### config.mk
export PLATFORM = sky130hd
export DESIGN_NAME = arp_multihost
export DESIGN_NICKNAME = d
export VERILOG_FILES = /design/src/source/eth_pkg.sv /design/src/source/arp_pkg.sv /design/src/source/arp_rx_fanout.sv /design/src/source/arp_responder.sv /design/src/source/arp_tx_arbiter.sv /design/src/source/arp_multihost.sv
export VERILOG_INCLUDE_DIRS = /design/src /design/src/source
export SDC_FILE = /design/constraint.sdc
export NUM_CORES = 2
export LEC_CHECK = 0
export BUFFER_PORTS_ARGS = -buffer_cell sky130_fd_sc_hd__buf_2
export CAP_MARGIN = 5
export CORE_MARGIN = 2
export CORE_UTILIZATION = 35
export DETAILED_ROUTE_END_ITERATION = 7
export SYNTH_ARGS = -nofsm -noshare
export SYNTH_HDL_FRONTEND = slang
export SYNTH_SLANG_ARGS = --single-unit
### constraint.sdc
create_clock -name clk -period 16.9 [get_ports clk]
set_clock_uncertainty 0.05 [all_clocks]
set_input_delay 0 -clock clk [delete_from_list [all_inputs] [get_ports clk]]
set_output_delay 0 -clock clk [all_outputs]
set_load 0.02 [all_outputs]
### src/source/arp_settings.svh
`ifndef ARP_SETTINGS_SVH
`define ARP_SETTINGS_SVH

// number of IPv4 hosts answered on the shared port
`define ARP_NUM_HOSTS 4

// ARP header for Ethernet / IPv4, htype through tpa
`define ARP_HEAD_BYTES 28

`define ARP_ETHERTYPE 16'h0806

`endif

### src/source/eth_pkg.sv
`default_nettype none

package eth_pkg;

	typedef logic [47:0] mac_t;

	// one receive cycle from the MAC
	// frame_start marks the first data byte of a frame
	typedef struct packed {
		logic frame_start;
		logic [15:0] ethertype;  // ethertype of the current frame
		logic valid;
		logic [7:0] data;
		logic err;               // byte arrived damaged
	} eth_rx_beat_t;

	// one transmit cycle toward the MAC, addressing travels with every byte
	typedef struct packed {
		logic valid;
		logic last;
		logic [7:0] data;
		mac_t dmac;
		mac_t smac;
		logic [15:0] ethertype;
	} eth_tx_beat_t;

endpackage

`default_nettype wire

### src/source/arp_pkg.sv
`default_nettype none
`include "arp_settings.svh"

package arp_pkg;

	typedef logic [31:0] ip_t;

	// field order follows the wire order, htype high byte first
	typedef struct packed {
		logic [15:0] htype;
		logic [15:0] ptype;
		logic [7:0] hlen;
		logic [7:0] plen;
		logic [15:0] oper;
		eth_pkg::mac_t sha;
		ip_t spa;
		eth_pkg::mac_t tha;
		ip_t tpa;
	} arp_fields_t;

	// same header as bytes, b[`ARP_HEAD_BYTES-1] is the first byte on the wire
	typedef union packed {
		arp_fields_t f;
		logic [`ARP_HEAD_BYTES-1:0][7:0] b;
	} arp_head_u;

	parameter logic [15:0] op_request = 16'd1;
	parameter logic [15:0] op_reply = 16'd2;

	// ethernet hardware, IPv4 protocol
	parameter logic [15:0] htype_eth = 16'd1;
	parameter logic [15:0] ptype_ipv4 = 16'h0800;
	parameter logic [7:0] hlen_eth = 8'd6;
	parameter logic [7:0] plen_ipv4 = 8'd4;

endpackage

`default_nettype wire

### src/source/arp_rx_fanout.sv
`timescale 1ns/1ns
`default_nettype none
`include "arp_settings.svh"

// single register stage shared by all responders
module arp_rx_fanout (
	input logic clk,
	input logic reset,
	input eth_pkg::eth_rx_beat_t rx,
	output eth_pkg::eth_rx_beat_t rx_q,
	output logic arp_start
);

	logic is_arp;

	// decode on the raw input so arp_start lines up with rx_q
	assign is_arp = rx.frame_start && (rx.ethertype == `ARP_ETHERTYPE);

	always_ff @(posedge clk or posedge reset) begin
		if (reset) begin
			rx_q <= '0;
			arp_start <= 1'b0;
		end else begin
			rx_q <= rx;
			arp_start <= is_arp;  // only ARP frames wake the responders
		end
	end

endmodule

`default_nettype wire

### src/source/arp_responder.sv
`timescale 1ns/1ns
`default_nettype none
`include "arp_settings.svh"

module arp_responder (
	input logic clk,
	input logic reset,
	input eth_pkg::eth_rx_beat_t rx_q,
	input logic arp_start,
	input eth_pkg::mac_t own_mac,
	input arp_pkg::ip_t own_ip,
	input logic ack,
	output logic req,
	output eth_pkg::eth_tx_beat_t tx
);

	localparam int cnt_w = $clog2(`ARP_HEAD_BYTES);
	localparam logic [cnt_w-1:0] last_byte = cnt_w'(`ARP_HEAD_BYTES - 1);

	typedef enum logic [1:0] {
		st_idle,
		st_head,
		st_payload,
		st_tail
	} rx_state_t;

	rx_state_t state;
	logic [cnt_w-1:0] rx_cnt;     // header bytes taken so far
	logic frame_err;
	arp_pkg::arp_head_u head;
	arp_pkg::arp_head_u reply;
	logic sending;
	logic [cnt_w-1:0] tx_cnt;     // byte index into reply, counts down
	logic take;
	logic match;

	// the frame_start beat already carries the first header byte
	assign take = rx_q.valid &&
		(state == st_head || (arp_start && (state == st_idle || state == st_tail)));

	always_ff @(posedge clk or posedge reset) begin
		if (reset) begin
			state <= st_idle;
			rx_cnt <= '0;
			frame_err <= 1'b0;
		end else begin
			case (state)
				// tail also accepts a new frame, gaps can be a single cycle
				st_idle, st_tail: begin
					if (arp_start) begin
						state <= st_head;
						rx_cnt <= rx_q.valid ? cnt_w'(1) : '0;
						frame_err <= rx_q.valid && rx_q.err;
					end else begin
						state <= st_idle;
					end
				end
				st_head: begin
					if (rx_q.valid) begin
						frame_err <= frame_err | rx_q.err;
						rx_cnt <= rx_cnt + 1'b1;
						if (rx_cnt == last_byte)
							state <= st_payload;
					end
				end
				st_payload: begin
					// payload bytes are dropped, only their err flags count
					if (rx_q.valid)
						frame_err <= frame_err | rx_q.err;
					else
						state <= st_tail;
				end
				default: state <= st_idle;
			endcase
		end
	end

	always_ff @(posedge clk) begin
		if (take)
			head.b <= {head.b[`ARP_HEAD_BYTES-2:0], rx_q.data};  // first byte ends on top
	end

	// a second request while one reply is still out is lost
	assign match = (state == st_tail) && !frame_err &&
		(head.f.tpa == own_ip) &&
		(head.f.oper == arp_pkg::op_request) &&
		!req && !sending;

	always_ff @(posedge clk) begin
		if (match) begin
			reply.f.htype <= arp_pkg::htype_eth;
			reply.f.ptype <= arp_pkg::ptype_ipv4;
			reply.f.hlen <= arp_pkg::hlen_eth;
			reply.f.plen <= arp_pkg::plen_ipv4;
			reply.f.oper <= arp_pkg::op_reply;
			reply.f.sha <= own_mac;
			reply.f.spa <= own_ip;
			reply.f.tha <= head.f.sha;  // answer goes back to the asker
			reply.f.tpa <= head.f.spa;
		end
	end

	always_ff @(posedge clk or posedge reset) begin
		if (reset) begin
			req <= 1'b0;
			sending <= 1'b0;
			tx_cnt <= '0;
		end else begin
			if (match)
				req <= 1'b1;
			else if (ack)
				req <= 1'b0;

			if (ack) begin
				sending <= 1'b1;
				tx_cnt <= last_byte;
			end else if (sending) begin
				if (tx_cnt == '0)
					sending <= 1'b0;
				else
					tx_cnt <= tx_cnt - 1'b1;
			end
		end
	end

	always_comb begin
		tx.valid = sending;
		tx.last = sending && (tx_cnt == '0);
		tx.data = reply.b[tx_cnt];
		tx.dmac = reply.f.tha;
		tx.smac = own_mac;
		tx.ethertype = `ARP_ETHERTYPE;
	end

endmodule

`default_nettype wire

### src/source/arp_tx_arbiter.sv
`timescale 1ns/1ns
`default_nettype none
`include "arp_settings.svh"

module arp_tx_arbiter (
	input logic clk,
	input logic reset,
	input logic [`ARP_NUM_HOSTS-1:0] req,
	input eth_pkg::eth_tx_beat_t [`ARP_NUM_HOSTS-1:0] beats,
	output logic [`ARP_NUM_HOSTS-1:0] ack,
	output eth_pkg::eth_tx_beat_t tx
);

	localparam int idx_w = (`ARP_NUM_HOSTS > 1) ? $clog2(`ARP_NUM_HOSTS) : 1;

	logic busy;
	logic [idx_w-1:0] gnt;
	logic [`ARP_NUM_HOSTS-1:0] pick;
	logic [idx_w-1:0] pick_idx;
	eth_pkg::eth_tx_beat_t cur;

	// lowest index wins, scan from the top so the last hit is kept
	always_comb begin
		pick = '0;
		pick_idx = '0;
		for (int i = `ARP_NUM_HOSTS - 1; i >= 0; i--) begin
			if (req[i]) begin
				pick = '0;
				pick[i] = 1'b1;
				pick_idx = idx_w'(i);
			end
		end
	end

	assign ack = busy ? '0 : pick;  // one-cycle pulse, busy drops it
	assign cur = beats[gnt];

	always_ff @(posedge clk or posedge reset) begin
		if (reset) begin
			busy <= 1'b0;
			gnt <= '0;
		end else if (!busy) begin
			if (|pick) begin
				busy <= 1'b1;
				gnt <= pick_idx;
			end
		end else if (cur.valid && cur.last) begin
			busy <= 1'b0;  // free again while the last byte is on tx
		end
	end

	always_ff @(posedge clk or posedge reset) begin
		if (reset) begin
			tx <= '0;
		end else if (busy) begin
			tx <= cur;
		end else begin
			tx.valid <= 1'b0;
			tx.last <= 1'b0;
		end
	end

endmodule

`default_nettype wire

### src/source/arp_multihost.sv
`timescale 1ns/1ns
`default_nettype none
`include "arp_settings.svh"

module arp_multihost (
	input logic clk,
	input logic reset,
	input eth_pkg::eth_rx_beat_t rx,
	input eth_pkg::mac_t [`ARP_NUM_HOSTS-1:0] host_mac,
	input arp_pkg::ip_t [`ARP_NUM_HOSTS-1:0] host_ip,
	output eth_pkg::eth_tx_beat_t tx
);

	eth_pkg::eth_rx_beat_t rx_q;
	logic arp_start;
	logic [`ARP_NUM_HOSTS-1:0] req;
	logic [`ARP_NUM_HOSTS-1:0] ack;
	eth_pkg::eth_tx_beat_t [`ARP_NUM_HOSTS-1:0] beats;

	arp_rx_fanout arp_rx_fanout_i (
		.clk       (clk),
		.reset     (reset),
		.rx        (rx),
		.rx_q      (rx_q),
		.arp_start (arp_start)
	);

	// every responder sees the same stream, each answers for its own ip
	for (genvar i = 0; i < `ARP_NUM_HOSTS; i++) begin : g_host
		arp_responder arp_responder_i (
			.clk       (clk),
			.reset     (reset),
			.rx_q      (rx_q),
			.arp_start (arp_start),
			.own_mac   (host_mac[i]),
			.own_ip    (host_ip[i]),
			.ack       (ack[i]),
			.req       (req[i]),
			.tx        (beats[i])
		);
	end

	arp_tx_arbiter arp_tx_arbiter_i (
		.clk   (clk),
		.reset (reset),
		.req   (req),
		.beats (beats),
		.ack   (ack),
		.tx    (tx)
	);

endmodule

`default_nettype wire

==> impl_results.md <==
* Crit Path Class: flop to flop
* CP Capture Type: flop
* Nets at 4,448
* Routability congestion estimate at 0.912
* Final Non-Filler Cells at 6,413
* Synth-to-Final Area Change at 28.6%
* Drt pass-1 iters at 5
* Vias after detailed routing at 34,303
* Ys flop type: edfxtp_1
* Crit path launch type: flop
* Critical Path Most Common Cell: buf_4
* Root Buffer: clkbuf_16
* Min-Delay Path Class: input pin to flop
* Power Dens Cells at 106 nW/um^2
* Flops & latches, synth at 1,525
* Initial DRC Count at 5,154
* Max-cap check violation count at 0
* DP Worst Slack at 12.43 ns
* Clock latency on the worst-skew pair at 0.78 ns
* CP bufs+invs at 4
* CTS sink count at 1,525
* Gr ovfl total at 0
* Initial antenna violation count at 39
* Most common cell after layout, fill and taps aside: edfxtp_1
* Mapped cell area at 57,800 sq um
* Highest-count cells in the layout ignoring fill and taps: edfxtp_1 (1,344), dlygate4sd3_1 (633), buf_2 (457)
* CP max stage delay at 0.93 ns
* Vias in the first global route at 33,374
* Full die area at 169,000 sq um
* I/O pin cnt at 471
* Final hold viol count at 0
* Fin Setup TNS at 0 ns
* Top-area cell type share of the netlist area at 0.698
* Crit-path leading delay family: buffers and inverters
* Worst endpoint required time at 17.24 ns
* Post-synth cell types at 63
* Ys Warns at 0
* Post-route setup slack at 12.38 ns
* Status: finished clean
* Crit-path cells: buf_4 -> clkinv_1 -> nor2_4 -> buf_4 -> buf_4
* Utilization after layout at 0.452
* Mapped Avg Cell Area at 20.0 sq um
* Sequential fraction of the synthesis area at 0.776
* Top cells by area, synth: edfxtp_1 (70%), dfrtp_1 (7.8%), mux4_2 (7.6%), mux2_2 (2.2%), mux2i_1 (2.0%)
* Final Critical Period at 4.52 ns
* Cell Rows at 149
* Detailed-route DRC error count at 0
* RSZ-0062 raised after global routing: no
* Final wirelength at 191,000 microns
* Achievable Freq at 0.221 GHz
* Final number of setup-violating endpoints at 0
* Post-Place Cells at 5,463
* First-pass GRT wire length at 261,000 microns
* GRT Total Usage at 0.223
* CORE AREA at 165,000 sq um
* Postcts setup bufs at 0
* Die width at 411 microns
* DPL Wire Length at 133,000 microns
* Number of synthesized flops with an enable pin at 1,344
* Slowest CP cell: nor2_4
* Critical path arrival at 4.86 ns
* Max Slew Vio Count at 0
* Clk slew on worst S/H paths at 0.06 ns
* Vias per inst at 5.35
* Largest net degree at the start of global routing at 177
* WL/cell at 29.8 microns
* Least-Margin Pin Slew at 1.22 ns
* Final ANT Viol Nets at 0
* Peak supply drop at 0.106 mV
* Clk buf depth at 3
* Total CTS buffers at 158
* Post-synthesis instance total at 2,896
* Initial core utilization at 0.351
* Leakage power at 25.4 nW
* Share of flip-flops with an asynchronous set or reset at 0.119
* Final worst path period share at 0.267
* CTS tree: built
* Power Total at 0.00788 W
* Crit path max fanout at 77
* Share of layout cells above drive strength 1 at 0.253
* Port Buf Inserts at 457
* Height of the die at 411 microns
* Post-synth top area cell: edfxtp_1
* H-tree level count at 4
* Slew margin rel. at 0.178
area by class of cell:
| class | count | area (sq um) |
|---|---|---|
| diodes | 22 | 55.1 |
| multi-input cells | 1221 | 12300 |
| well taps | 2189 | 2740 |
| repair buffers | 1128 | 8960 |
| inverters | 33 | 131 |
| fillers | 13979 | 90200 |
| clock inverters | 71 | 805 |
| flip-flops and latches | 1525 | 44900 |
| clock buffers | 224 | 4480 |
worst reg2reg max path, cell delays in order (launching register included):
cell      delay (ns)
dfrtp_1         0.32
buf_4           0.34
clkinv_1        0.48
nor2_4          0.94
buf_4           0.94
buf_4           1.04
cell families (layout without fill, tap and decap cells):
logic type	after synthesis	after routing	synth area share
compound gates	230	230	0.0265
xor+xnor	144	144	0.0218
fa+ha+maj	32	32	0.00692
buf+inv	162	1456	0.0133
flops	1525	1525	0.776
mux	435	435	0.122
other cells	1	35	0.0000648
simple gates	367	367	0.0330
path summary, 6_finish.rpt:
check / from / slack [ns] / to / cells after the start
worst min-delay path: host_mac[107] / 0.02 / g_host[2].arp_responder_i.reply[123] / 2
worst max-delay path: arp_rx_fanout_i.rx_q[9] / 12.38 / g_host[2].arp_responder_i.head[79] / 5
worst max register to register: arp_rx_fanout_i.rx_q[9] / 12.38 / g_host[2].arp_responder_i.head[79] / 5
max in group asynchronous: reset / 14.19 / g_host[3].arp_responder_i.tx_cnt[0] / 6
min in group asynchronous: reset / 0.44 / arp_rx_fanout_i.rx_q[0] / 4
worst min register to register: g_host[1].arp_responder_i.head[70] / 0.33 / g_host[1].arp_responder_i.head[78] / 0
per-stage QoR:
stage,hold slack (ns),cell area [sq um]
final,0.0239,74400
after global routing,0.0129,74400
after CTS,0.00191,74400
after detailed placement,0.0593,62700
after global placement,0.0575,62700
after floorplan,-0.0186,57900
report_power, final:
group | total, W | internal (W) | switching [W]
Combinational | 0.000282 | 0.000150 | 0.000132
Clock | 0.00353 | 0.00202 | 0.00151
Sequential | 0.00407 | 0.00406 | 0.0000101
cells in the mapped netlist (3+ instances only):
cell type  instances
a21o_1             6
a21oi_1           49
a221oi_1           4
a22o_1             7
a22oi_1           39
a31oi_1           16
and2_1             4
and3_1             9
buf_1              8
buf_2             35
buf_4             30
clkbuf_1          55
clkinv_1           3
dfrtp_1          181
edfxtp_1        1344
ha_1              32
inv_1             30
mux2_2           114
mux2i_1          117
mux4_1             9
mux4_2           195
nand2_1          105
nand2b_1          13
nand3_1           34
nand4_1           33
nor2_1            41
nor2b_1           29
nor3_1            22
nor3b_1            6
nor4_1            51
nor4b_1           12
o2111ai_1          8
o211ai_1          17
o21ai_0           44
o21bai_1           5
o221ai_1           7
o311ai_0           3
o31ai_1            4
xnor2_1           18
xor2_1           126
sequential cells by signal, summed over array words and instances (netlist names), 8 cells and up:
name	count
g_host.arp_responder_i.state	8
g_host.arp_responder_i.reply	640
g_host.arp_responder_i.tx_cnt	20
g_host.arp_responder_i.head	704
g_host.arp_responder_i.rx_cnt	20
arp_tx_arbiter_i.tx	107
arp_rx_fanout_i.rx_q	10
per-layer routing:
layer	global-route usage	share of wire	wire (microns)	up-vias
li1	-	-	-	14010
met1	0.314	0.41	78000	17725
met2	0.322	0.44	83400	2189
met3	0.0635	0.11	21400	369
met4	0.0988	0.042	8030	10
met5	0	0.00035	66	-
timing repair:
item / CTS / global route
hold endpoints to repair: 483 / 0
hold buffers: 633 / 0
resized for setup: 0 / 0
No activity file was read; power rests on OpenSTA's default activity.
